<file path="src/zynq_bridge_config.svh">
`ifndef ZYNQ_BRIDGE_CONFIG_SVH
`define ZYNQ_BRIDGE_CONFIG_SVH

// host side
`define ZB_DATA_WIDTH          32
`define ZB_CSR_ADDR_WIDTH      3

// last level cache and dram window
`define ZB_NUM_CACHE           8
`define ZB_LG_NUM_CACHE        3
`define ZB_LLC_ADDR_WIDTH      28
`define ZB_DRAM_ADDR_WIDTH     27
`define ZB_DRAM_ADDR_WIDTH_OUT 32

// core side
`define ZB_RESET_DEPTH         3
`define ZB_DMA_FIFO_ELS        4
`define ZB_ROM_ELS             8
`define ZB_ROM_ADDR_WIDTH      3
`define ZB_VERSION             32'h0001_0300

// register map
`define ZB_CSR_RESET           0
`define ZB_CSR_DRAM_BASE       1
`define ZB_CSR_ROM_ADDR        2
`define ZB_CSR_ROM_DATA        3
`define ZB_CSR_CMD_COUNT       4

`endif

</file>
<file path="src/zynq_bridge_pkg.sv">
`include "zynq_bridge_config.svh"

package zynq_bridge_pkg;

  // single beat host register access
  typedef struct packed
  {
    logic                          write;
    logic [`ZB_CSR_ADDR_WIDTH-1:0] addr;
    logic [`ZB_DATA_WIDTH-1:0]     data;
  } host_req_t;

  // control values driven out of the register file
  typedef struct packed
  {
    logic [`ZB_DRAM_ADDR_WIDTH_OUT-1:0] dram_base;
    logic [`ZB_ROM_ADDR_WIDTH-1:0]      rom_addr;
  } csr_ctl_t;

  // dma request from one cache
  typedef struct packed
  {
    logic                          write;
    logic [`ZB_LG_NUM_CACHE-1:0]   cache_id;
    logic [`ZB_LLC_ADDR_WIDTH-1:0] addr;
  } dma_req_t;

  // command toward dram
  typedef struct packed
  {
    logic                               write;
    logic [`ZB_DRAM_ADDR_WIDTH_OUT-1:0] addr;
  } dram_cmd_t;

endpackage

</file>
<file path="src/zynq_bridge_fifo.sv">
module zynq_bridge_fifo
  #(parameter type payload_t = logic
  , parameter int  ELS       = 4
  )
  (input  logic     aclk
  , input  logic    rst_i
  , input  payload_t data_i
  , input  logic    v_i
  , output logic    ready_o
  , output payload_t data_o
  , output logic    v_o
  , input  logic    yumi_i
  );

  localparam int ptr_width_lp = (ELS > 1) ? $clog2(ELS) : 1;
  localparam int cnt_width_lp = $clog2(ELS + 1);

  payload_t                  mem_r [ELS];
  logic [ptr_width_lp-1:0]   wr_ptr_r, rd_ptr_r;
  logic [cnt_width_lp-1:0]   count_r, count_n;
  logic                      push, pop;

  assign push = v_i & ready_o;
  assign pop  = yumi_i;

  assign count_n = count_r + cnt_width_lp'(push) - cnt_width_lp'(pop);

  always_ff @(posedge aclk)
  begin
    if (rst_i)
    begin
      wr_ptr_r <= '0;
      rd_ptr_r <= '0;
      count_r  <= '0;
      ready_o  <= 1'b0;
    end
    else
    begin
      if (push)
        wr_ptr_r <= (wr_ptr_r == ptr_width_lp'(ELS-1)) ? '0 : wr_ptr_r + 1'b1;
      if (pop)
        rd_ptr_r <= (rd_ptr_r == ptr_width_lp'(ELS-1)) ? '0 : rd_ptr_r + 1'b1;
      count_r <= count_n;
      // full once the next count reaches ELS
      ready_o <= (count_n != cnt_width_lp'(ELS));
    end
  end

  always_ff @(posedge aclk)
  begin
    if (push)
      mem_r[wr_ptr_r] <= data_i;
  end

  assign data_o = mem_r[rd_ptr_r];
  assign v_o    = (count_r != '0);

endmodule

</file>
<file path="src/zynq_bridge_top.sv">
`include "zynq_bridge_config.svh"

module zynq_bridge_top
  (input  logic                            aclk
  , input  logic                           rst_i
  , input  zynq_bridge_pkg::host_req_t     host_req_i
  , input  logic                           host_req_v_i
  , output logic [`ZB_DATA_WIDTH-1:0]      host_rsp_o
  , output logic                           host_rsp_v_o
  , input  zynq_bridge_pkg::dma_req_t      dma_req_i
  , input  logic                           dma_req_v_i
  , output logic                           dma_req_ready_o
  , output zynq_bridge_pkg::dram_cmd_t     dram_cmd_o
  , output logic                           dram_cmd_v_o
  , input  logic                           dram_cmd_ready_i
  , output logic                           core_rst_o
  );

  zynq_bridge_pkg::csr_ctl_t    csr_ctl_lo;
  zynq_bridge_pkg::dma_req_t    req_lo;
  zynq_bridge_pkg::dram_cmd_t   cmd_lo;
  logic [`ZB_DATA_WIDTH-1:0]    rom_data_lo, cmd_count_lo;
  logic                         core_reset;
  logic                         req_v_lo, req_yumi_lo, cmd_v_lo, cmd_ready_lo;

  ////////////////////////////////////////////////////////////////////////////
  // host control

  zynq_csr_regs csr
    (.aclk(aclk), .rst_i(rst_i)
     ,.host_req_i(host_req_i), .host_req_v_i(host_req_v_i)
     ,.rom_data_i(rom_data_lo), .cmd_count_i(cmd_count_lo)
     ,.host_rsp_o(host_rsp_o), .host_rsp_v_o(host_rsp_v_o)
     ,.csr_ctl_o(csr_ctl_lo), .core_rst_o(core_rst_o)
     );

  zynq_config_rom config_rom
    (.addr_i(csr_ctl_lo.rom_addr), .data_o(rom_data_lo));

  ////////////////////////////////////////////////////////////////////////////
  // dma to dram path

  assign core_reset = rst_i | core_rst_o;

  zynq_bridge_fifo #(.payload_t(zynq_bridge_pkg::dma_req_t), .ELS(`ZB_DMA_FIFO_ELS))
    dma_req_fifo
    (.aclk(aclk), .rst_i(core_reset)
     ,.data_i(dma_req_i), .v_i(dma_req_v_i), .ready_o(dma_req_ready_o)
     ,.data_o(req_lo), .v_o(req_v_lo), .yumi_i(req_yumi_lo)
     );

  zynq_dram_xlate xlate
    (.aclk(aclk), .rst_i(core_reset)
     ,.dma_req_i(req_lo), .dma_req_v_i(req_v_lo), .dma_req_yumi_o(req_yumi_lo)
     ,.dram_base_i(csr_ctl_lo.dram_base)
     ,.dram_cmd_o(cmd_lo), .v_o(cmd_v_lo), .ready_i(cmd_ready_lo)
     ,.cmd_count_o(cmd_count_lo)
     );

  zynq_bridge_fifo #(.payload_t(zynq_bridge_pkg::dram_cmd_t), .ELS(`ZB_DMA_FIFO_ELS))
    dram_cmd_fifo
    (.aclk(aclk), .rst_i(core_reset)
     ,.data_i(cmd_lo), .v_i(cmd_v_lo), .ready_o(cmd_ready_lo)
     ,.data_o(dram_cmd_o), .v_o(dram_cmd_v_o)
     ,.yumi_i(dram_cmd_v_o & dram_cmd_ready_i)
     );

endmodule

</file>
<file path="src/zynq_config_rom.sv">
`include "zynq_bridge_config.svh"

module zynq_config_rom
  (input  logic [`ZB_ROM_ADDR_WIDTH-1:0] addr_i
  , output logic [`ZB_DATA_WIDTH-1:0]    data_o
  );

  // machine description seen by host software
  always_comb
  begin
    case (addr_i)
      `ZB_ROM_ADDR_WIDTH'(0): data_o = `ZB_VERSION;
      `ZB_ROM_ADDR_WIDTH'(1): data_o = `ZB_DATA_WIDTH'(`ZB_NUM_CACHE);
      `ZB_ROM_ADDR_WIDTH'(2): data_o = `ZB_DATA_WIDTH'(`ZB_DRAM_ADDR_WIDTH);
      `ZB_ROM_ADDR_WIDTH'(3): data_o = `ZB_DATA_WIDTH'(`ZB_RESET_DEPTH);
      `ZB_ROM_ADDR_WIDTH'(4): data_o = `ZB_DATA_WIDTH'(`ZB_DMA_FIFO_ELS);
      // spare entries
      default:                data_o = '0;
    endcase
  end

endmodule

</file>
<file path="src/zynq_csr_regs.sv">
`include "zynq_bridge_config.svh"

module zynq_csr_regs
  (input  logic                           aclk
  , input  logic                          rst_i
  , input  zynq_bridge_pkg::host_req_t    host_req_i
  , input  logic                          host_req_v_i
  , input  logic [`ZB_DATA_WIDTH-1:0]     rom_data_i
  , input  logic [`ZB_DATA_WIDTH-1:0]     cmd_count_i
  , output logic [`ZB_DATA_WIDTH-1:0]     host_rsp_o
  , output logic                          host_rsp_v_o
  , output zynq_bridge_pkg::csr_ctl_t     csr_ctl_o
  , output logic                          core_rst_o
  );

  logic                            reset_r;
  zynq_bridge_pkg::csr_ctl_t       ctl_r;
  logic [`ZB_DATA_WIDTH-1:0]       rd_data;
  logic [`ZB_RESET_DEPTH-1:0]      rst_chain_r;

  //////////////////////////////////////////////////////////////////////////
  // host writes

  always_ff @(posedge aclk)
  begin
    if (rst_i)
    begin
      reset_r         <= 1'b1;
      ctl_r.dram_base <= '0;
      ctl_r.rom_addr  <= '0;
    end
    else if (host_req_v_i && host_req_i.write)
    begin
      case (host_req_i.addr)
        `ZB_CSR_RESET:     reset_r         <= host_req_i.data[0];
        `ZB_CSR_DRAM_BASE: ctl_r.dram_base <= host_req_i.data;
        `ZB_CSR_ROM_ADDR:  ctl_r.rom_addr  <= host_req_i.data[`ZB_ROM_ADDR_WIDTH-1:0];
        // rom data and command count are read only
        default: ;
      endcase
    end
  end

  assign csr_ctl_o = ctl_r;

  //////////////////////////////////////////////////////////////////////////
  // host reads, answered one cycle later

  always_comb
  begin
    case (host_req_i.addr)
      `ZB_CSR_RESET:     rd_data = `ZB_DATA_WIDTH'(reset_r);
      `ZB_CSR_DRAM_BASE: rd_data = ctl_r.dram_base;
      `ZB_CSR_ROM_ADDR:  rd_data = `ZB_DATA_WIDTH'(ctl_r.rom_addr);
      `ZB_CSR_ROM_DATA:  rd_data = rom_data_i;
      `ZB_CSR_CMD_COUNT: rd_data = cmd_count_i;
      default:           rd_data = '0;
    endcase
  end

  always_ff @(posedge aclk)
  begin
    if (rst_i)
      host_rsp_v_o <= 1'b0;
    else
      host_rsp_v_o <= host_req_v_i & ~host_req_i.write;
  end

  always_ff @(posedge aclk)
  begin
    host_rsp_o <= rd_data;
  end

  //////////////////////////////////////////////////////////////////////////
  // core reset release

  // core side stays in reset until software clears bit 0
  always_ff @(posedge aclk)
  begin
    if (rst_i)
      rst_chain_r <= '1;
    else
      rst_chain_r <= {rst_chain_r[`ZB_RESET_DEPTH-2:0], reset_r};
  end

  assign core_rst_o = rst_chain_r[`ZB_RESET_DEPTH-1];

endmodule

</file>
<file path="src/zynq_dram_xlate.sv">
`include "zynq_bridge_config.svh"

module zynq_dram_xlate
  (input  logic                                aclk
  , input  logic                               rst_i
  , input  zynq_bridge_pkg::dma_req_t          dma_req_i
  , input  logic                               dma_req_v_i
  , output logic                               dma_req_yumi_o
  , input  logic [`ZB_DRAM_ADDR_WIDTH_OUT-1:0] dram_base_i
  , output zynq_bridge_pkg::dram_cmd_t         dram_cmd_o
  , output logic                               v_o
  , input  logic                               ready_i
  , output logic [`ZB_DATA_WIDTH-1:0]          cmd_count_o
  );

  // low cache address bits kept below the cache id
  localparam int offset_width_lp = `ZB_DRAM_ADDR_WIDTH - `ZB_LG_NUM_CACHE;

  logic [`ZB_DRAM_ADDR_WIDTH-1:0] addr_hash;
  logic                           take;

  assign take           = dma_req_v_i & (~v_o | ready_i);
  assign dma_req_yumi_o = take;

  assign addr_hash = {dma_req_i.cache_id, dma_req_i.addr[offset_width_lp-1:0]};

  always_ff @(posedge aclk)
  begin
    if (take)
    begin
      dram_cmd_o.write <= dma_req_i.write;
      dram_cmd_o.addr  <= `ZB_DRAM_ADDR_WIDTH_OUT'(addr_hash) + dram_base_i;
    end
  end

  always_ff @(posedge aclk)
  begin
    if (rst_i)
    begin
      v_o         <= 1'b0;
      cmd_count_o <= '0;
    end
    else
    begin
      v_o <= take | (v_o & ~ready_i);
      if (v_o & ready_i)
        cmd_count_o <= cmd_count_o + 1'b1;
    end
  end

endmodule
</file>
<file path="config.mk">
export PLATFORM = sky130hd
export DESIGN_NAME = zynq_bridge_top
export DESIGN_NICKNAME = d
export VERILOG_FILES = /design/src/zynq_bridge_pkg.sv /design/src/zynq_bridge_fifo.sv /design/src/zynq_bridge_top.sv /design/src/zynq_config_rom.sv /design/src/zynq_csr_regs.sv /design/src/zynq_dram_xlate.sv
export VERILOG_INCLUDE_DIRS = /design/src
export SDC_FILE = /design/constraint.sdc
export NUM_CORES = 1
export LEC_CHECK = 0
export BUFFER_PORTS_ARGS = -buffer_cell sky130_fd_sc_hd__buf_4
export CAP_MARGIN = 20
export CORE_UTILIZATION = 64
export DETAILED_ROUTE_END_ITERATION = 16
export PLACE_DENSITY = 0.84
export SLEW_MARGIN = 20
export SYNTH_ARGS = -nofsm -noshare
export SYNTH_HDL_FRONTEND = slang
export SYNTH_SLANG_ARGS = --single-unit
</file>
<file path="constraint.sdc">
create_clock -name aclk -period 6.8 [get_ports aclk]
set_input_delay 1.02 -clock aclk [delete_from_list [all_inputs] [get_ports aclk]]
set_output_delay 1.02 -clock aclk [all_outputs]
set_load 0.01 [all_outputs]
</file>
==> flow_metrics.tcl, run 1 <==
set metrics [dict create \
    core_region_area_um2 25200 \
    dp_hpwl_um 23700 \
    drt-total-wl_um 36600 \
    layout.nets 1415 \
    total_power_w 0.00489 \
    synth_area_leaders "edfxtp_1 51%, dfxtp_1 15%, mux4_2 8.5%" \
    post_dp_cell_area_um2 17800 \
    crit_chain "buf_12 > mux4_2 > ha_1 > a21oi_2 > a211oi_1 > a2111oi_2 > o211ai_1 > nor3b_1 > a311oi_1" \
    finalSetupTns_ps 0 \
    antenna_found_initial 0 \
    synth_common_cells "277 x edfxtp_1, 125 x dfxtp_1, 113 x nand2_1" \
    ctsHtreeMaxLevel 2 \
    viasPerCell 6.16 \
    cts_setup_buffers 0 \
    critical_path_arrival_ps 3940 \
    stdcell_area_um2 19100 \
    overflow 0 \
    synth_warnings 0 \
    io_buffers 137 \
    cts_hold_buf 0 \
    async_flop_share_pct 0 \
    synth_edf_count 277 \
    postRouteAntennaNets 0 \
    yosys.area.top_type "edfxtp_1" \
    final.fill_count 1495 \
    synthMostInstantiatedCell "edfxtp_1" \
    clock-root-buffer "clkbuf_16" \
    grt_pass1_vias 9959 \
    ys_ff_latch 402 \
    setup_viol 0 \
    drt_iter0_markers 1015 \
    num_vias 10200 \
    synth_cells 1156 \
    hold_viol_final 0 \
    clk_path_buf_depth 3 \
    seq_area_frac_synth_pct 66.0 \
    tightest_slew_ps 943 \
    relSlewSlack_pct 37.1 \
    hold_path_class "flip-flop to flip-flop" \
    drcViolationCount 0 \
    rows 58 \
    critPathKind "flip-flop to flip-flop" \
    period_needed_ps 3700 \
    synth_top_flop_cell "edfxtp_1" \
    status "finished, final reports clean" \
    crit_fanout 19 \
    cp_data_required_time_ps 7040 \
    die_height_um 162 \
    pwr_density_cell_nw_per_um2 256 \
    cts-resized-gates 0 \
    gp_congestion 0.905 \
    synthesis.nets 1274 \
    synth_cell_type_count 61 \
    drv_cap 0 \
    die_area_um2 26300 \
    dieWidth_um 162 \
    cpPeakStageDelay_ps 570 \
    synth_top_cell_area_share_pct 50.7 \
    drive_gt1_share_pct 22.5 \
    clk_pin_slew_ps 60 \
    rsz0062_at_grt "no" \
    slowest_stage "mux4_2" \
    worstSetupEndpointType "flip-flop" \
    worstSetupStartpointType "flip-flop" \
    synth.cell_area_um2 16400 \
    p_leak_nw 6.59 \
    cts_sinks 402 \
    syn_to_final_growth_pct 16.4 \
    final.period_utilization_pct 54.4 \
    syn_avg_cell_area_um2 14.2 \
    peakVddDrop_mv 0.235 \
    clkLatencyLatePin_ps 530 \
    firstDrtPassIters 6 \
    holdWs_ps 415 \
    finalClockSkew_ps 16.0 \
    initial_core_util_pct 65.1 \
    grt_pass1_wl_um 56000 \
    cts_buffers 40 \
    wl_per_cell_um 22.1 \
    diodes 0 \
    grt_max_degree 46 \
    slew_violations 0 \
    gr-usage-all-layers_pct 28.5 \
    num_io_pins 142 \
    cts_tree "built" \
    max_freq_ghz 0.270 \
]
## path summary, 6_finish.rpt
kind,from,cells past startpoint,slack [ps],endpoint
min reg2reg,csr.rst_chain_r[0]$_SDFF_PP1_,1,420,csr.rst_chain_r[1]$_SDFF_PP1_
max,flip-flop,9,3100,xlate.dram_cmd_o[25]$_DFFE_PP_
max reg2reg,flip-flop,9,3100,xlate.dram_cmd_o[25]$_DFFE_PP_
min,csr.rst_chain_r[0]$_SDFF_PP1_,1,420,csr.rst_chain_r[1]$_SDFF_PP1_
## per-layer routing
layer | track usage [%] | up-vias | wire [µm]
li1 | - | 4621 | -
met1 | 39.4 | 5070 | 14900
met2 | 47.1 | 449 | 18200
met3 | 4.21 | 75 | 2460
met4 | 9.26 | 0 | 1080
met5 | 0 | - | 0
## flip-flops by register name, indices dropped and copies added (netlist names), named ones only
name,flops
dram_cmd_fifo.wr_ptr_r,2
dma_req_fifo.ready_o,1
dma_req_fifo.wr_ptr_r,2
dma_req_fifo.rd_ptr_r,2
dram_cmd_fifo.count_r,3
csr.rst_chain_r,3
dma_req_fifo.count_r,3
csr.csr_ctl_o,35
dram_cmd_fifo.ready_o,1
dram_cmd_fifo.mem_r,132
dma_req_fifo.mem_r,112
csr.reset_r,1
dram_cmd_fifo.rd_ptr_r,2
xlate.dram_cmd_o,33
csr.host_rsp_v_o,1
xlate.cmd_count_o,32
xlate.v_o,1
csr.host_rsp_o,32
## report_power, final
group	switching, W	leakage (nW)	internal, W	total [W]
clock	0.000883	0.632	0.00131	0.00219
combinational	0.0000532	2.47	0.0000418	0.0000950
sequential	0.00000443	3.49	0.00260	0.00260
## per-stage QoR
stage | std cells | utilization, % | worst slack, ps
after global routing | 1657 | 75.8 | 2880
after CTS | 1656 | 75.7 | 2650
after floorplan | 1156 | - | 3060
final | 1657 | 75.8 | 3100
after detailed placement | 1584 | 70.6 | 2690
after global placement | 1584 | 70.6 | 2740
## cell usage in the layout, fill, tap and decap left out, types with 7 or more instances in the layout
master	n
nand4_1	12
a22oi_1	30
xor2_1	23
o21ai_0	25
clkbuf_16	41
and3_1	15
o211ai_1	8
nor3_1	17
edfxtp_1	277
clkbuf_1	14
buf_4	153
ha_1	42
dfxtp_1	123
nor2_1	89
inv_1	29
xnor2_1	34
mux2i_1	7
nand2_1	113
or3_1	8
nand3_1	21
a21oi_1	72
mux4_2	62
## cell families (layout without fill, tap and decap cells)
family,after synthesis,after routing,share of synthesized area (%)
flip-flops,402,402,66.0
AND/OR/NAND/NOR,316,316,9.05
AO/OA/AOI/OAI,183,183,7.42
buffers and inverters,84,255,1.98
multiplexers,69,69,8.94
XOR/XNOR,57,57,3.04
adder cells (fa/ha/maj),45,45,3.57
## layout make-up
cell class	instances	area [µm²]	area share, %
inverter	29	109	0.570
sequential	402	10800	56.7
timing repair buffer	154	1170	6.12
tap	330	413	2.16
clock buffer	59	1130	5.94
clock inverter	13	168	0.878
multi-input combinational	670	5270	27.6
## critical path, delay by kind of cell (launching register included)
| family | cells | cell delay (ps) |
|---|---|---|
| compound gates | 5 | 1370 |
| mux | 1 | 570 |
| flops | 1 | 560 |
| fa+ha+maj | 1 | 370 |
| simple gates | 1 | 280 |
| buf+inv | 1 | 250 |
Note: power is estimated with default switching activity, not from simulation.
==> inputs of run 2 (changes only) <==
--- a/config.mk
+++ b/config.mk
@@ -6,11 +6,12 @@
 export SDC_FILE = /design/constraint.sdc
 export NUM_CORES = 1
 export LEC_CHECK = 0
+export ABC_AREA = 1
 export BUFFER_PORTS_ARGS = -buffer_cell sky130_fd_sc_hd__buf_4
 export CAP_MARGIN = 20
-export CORE_UTILIZATION = 64
+export CORE_UTILIZATION = 60
 export DETAILED_ROUTE_END_ITERATION = 16
-export PLACE_DENSITY = 0.84
+export PLACE_DENSITY = 0.79
 export SLEW_MARGIN = 20
 export SYNTH_ARGS = -nofsm -noshare
 export SYNTH_HDL_FRONTEND = slang
==> constraint.sdc (replaced) <==
create_clock -name aclk -period 3.5 [get_ports aclk]
set_input_delay 0.525 -clock aclk [delete_from_list [all_inputs] [get_ports aclk]]
set_output_delay 0.525 -clock aclk [all_outputs]
set_load 0.01 [all_outputs]
==> flow_metrics.tcl, run 2 <==
set metrics [dict create \
    status "finished, final reports clean" \
    finalClockSkew_ps 18.8 \
    seq_area_frac_synth_pct 62.8 \
    slowest_stage "inv_1" \
    num_vias 12600 \
    final_core_util_pct 72.3 \
    worstSetupStartpointType "flip-flop" \
    syn_avg_cell_area_um2 9.94 \
    num_io_pins 142 \
    peakVddDrop_mv 0.447 \
    final.fill_count 2011 \
    slew_violations 0 \
    drive_gt1_share_pct 13.7 \
    cts_buffers 41 \
    crit_family "buffers and inverters" \
    seqPwrFrac_pct 50.3 \
    tightest_slew_ps 987 \
    die_area_um2 29400 \
    holdWs_ps 158 \
    p_leak_nw 8.13 \
    pwr_density_cell_nw_per_um2 498 \
    relSlewSlack_pct 34.1 \
    postRouteAntennaNets 0 \
    clk_path_buf_depth 3 \
    grt_pass1_wl_um 62600 \
    worstSetupEndpointType "output port" \
    final_common_cell "nand2_1" \
    clock-root-buffer "clkbuf_16" \
    cts_sinks 402 \
    layout.nets 2000 \
    crit_fanout 29 \
    ctsHtreeMaxLevel 2 \
    mostFrequentLayoutCells "292 x nand2_1, 277 x edfxtp_1, 227 x inv_1, 212 x nor2_1, 182 x o21ai_0" \
    ff_latch_area_um2 10800 \
    synthMostInstantiatedCell "nand2_1" \
    drv_cap 0 \
    grt_pass1_vias 12100 \
    cp_data_required_time_ps 2970 \
    die_height_um 171 \
    hold_viol_final 0 \
    synth.cell_area_um2 17200 \
    dieWidth_um 171 \
    largest_reg_flops 132 \
    p_comb_share_pct 2.1 \
    drt-total-wl_um 41000 \
    cpPeakStageDelay_ps 620 \
    post_dp_cell_area_um2 18700 \
    cts_hold_buf 0 \
    clk_pin_slew_ps 60 \
    antenna_found_initial 1 \
    synth_cells 1734 \
    p_sw_w 0.00191 \
    async_flop_share_pct 0 \
    stdcell_area_um2 20200 \
    swShare_pct 19.0 \
    synth_top_flop_cell "edfxtp_1" \
    rsz0062_at_grt "no" \
    synth_area_leaders "edfxtp_1 48%, dfxtp_1 15%, nand2_1 6.4%" \
    path_buf_inv 3 \
    synth_common_cells "292 x nand2_1, 277 x edfxtp_1, 227 x inv_1" \
    synth_edf_count 277 \
    firstDrtPassIters 6 \
    diodes 0 \
    pwr-share-clk_pct 47.6 \
    drt_iter0_markers 1154 \
    yosys.area.top_type "edfxtp_1" \
    overflow 0 \
    setup_viol 0 \
    finalSetupTns_ps 0 \
    viasPerCell 5.51 \
    critPathKind "flip-flop to output port" \
    rows 61 \
    dp_hpwl_um 28300 \
    cpMostUsedCell "buf_4" \
    wl_per_cell_um 17.9 \
    syn_to_final_growth_pct 17.4 \
    clkLatencyLatePin_ps 540 \
    synth_cell_type_count 40 \
    initial_core_util_pct 61.5 \
    core_region_area_um2 28000 \
    max_freq_ghz 0.338 \
    cts-resized-gates 0 \
    p_int_w 0.00817 \
    period_needed_ps 2960 \
    ys_ff_latch 402 \
    final.period_utilization_pct 84.4 \
    cts_setup_buffers 0 \
    critical_path_arrival_ps 2430 \
    gr-usage-all-layers_pct 28.2 \
    synth_top_cell_area_share_pct 48.3 \
    hold_path_class "input port to flip-flop" \
    synth_warnings 0 \
    drcViolationCount 0 \
    io_buffers 137 \
    gp_congestion 0.925 \
    grt_max_degree 67 \
    crit_chain "inv_1 > buf_4 > o21ai_0 > o22ai_1 > buf_4" \
    top_register "dram_cmd_fifo.mem_r" \
    multiInputGateArea_um2 5340 \
    synthesis.nets 1852 \
    cts_tree "built" \
]
-- run 2: cell count changes after synthesis, moves of 8 or more --
| cell | change |
|---|---|
| o21ai_0 | +157 |
| o22ai_1 | +82 |
| nor2_1 | +131 |
| xnor2_1 | -30 |
| mux4_2 | -62 |
| a22oi_1 | -30 |
| and3_1 | -15 |
| or3_1 | -8 |
| inv_1 | +198 |
| buf_2 | +9 |
| nand3_1 | +29 |
| nand2_1 | +179 |
-- run 2: cell families after synthesis --
group                      Yosys count  synth area share, %
adders and majority gates           45                 3.40
and+or+nand+nor                    618                 15.0
xor gates and xnor gates            20                 1.02
buffers and inverters              287                 6.41
DFF                                402                 62.8
AOI/OAI and AO/OA                  362                 11.4
-- run 2: path summary, 6_finish.rpt --
path / startpoint / end / slack (ps) / cells past startpoint
worst max register to register: flip-flop / xlate.dram_cmd_o[28]$_DFFE_PP_ / 600 / 14
worst max-delay path: flip-flop / dram_cmd_o[16] / 540 / 5
worst min register to register: csr.rst_chain_r[1]$_SDFF_PP1_ / csr.rst_chain_r[2]$_SDFF_PP1_ / 410 / 1
worst min-delay path: host_req_i[35] / csr.host_rsp_v_o$_SDFF_PP0_ / 160 / 2
-- run 2: power by group through the flow --
stage	logic (W)	registers (W)	clock network (W)
2_1_floorplan	0.0000905	0.00517	0
3_3_place_gp	0.000208	0.00517	0
3_5_place_dp	0.000213	0.00517	0
4_1_cts	0.000215	0.00507	0.00484
5_1_grt	0.000236	0.00507	0.00502
6_report	0.000216	0.00507	0.00480
-- run 2: area by class of cell --
cell class	count	share of cell area, %
repair buffers	163	6.11
well taps	378	2.34
clock inverters	20	1.63
clock buffers	56	5.82
multi-input cells	1045	26.4
inverters	229	4.25
flip-flops and latches	402	53.5
-- run 2: layer usage --
layer	wire length [µm]	up-vias	part of all wire (%)	GRT usage, %
met3	2930	95	7.1	4.72
li1	-	6163	-	-
met1	16800	5906	41	36.6
met5	9	-	0.022	0
met4	1760	2	4.3	13.1
met2	19500	467	48	46.4
-- run 2: through the flow --
step | setup slack (ps) | power [W] | std cells
3_3_place_gp | 702 | 0.00538 | 2217
2_1_floorplan | 609 | 0.00526 | 1734
5_1_grt | 361 | 0.0103 | 2293
4_1_cts | 574 | 0.0101 | 2293
3_5_place_dp | 643 | 0.00538 | 2217
6_report | 545 | 0.0101 | 2293
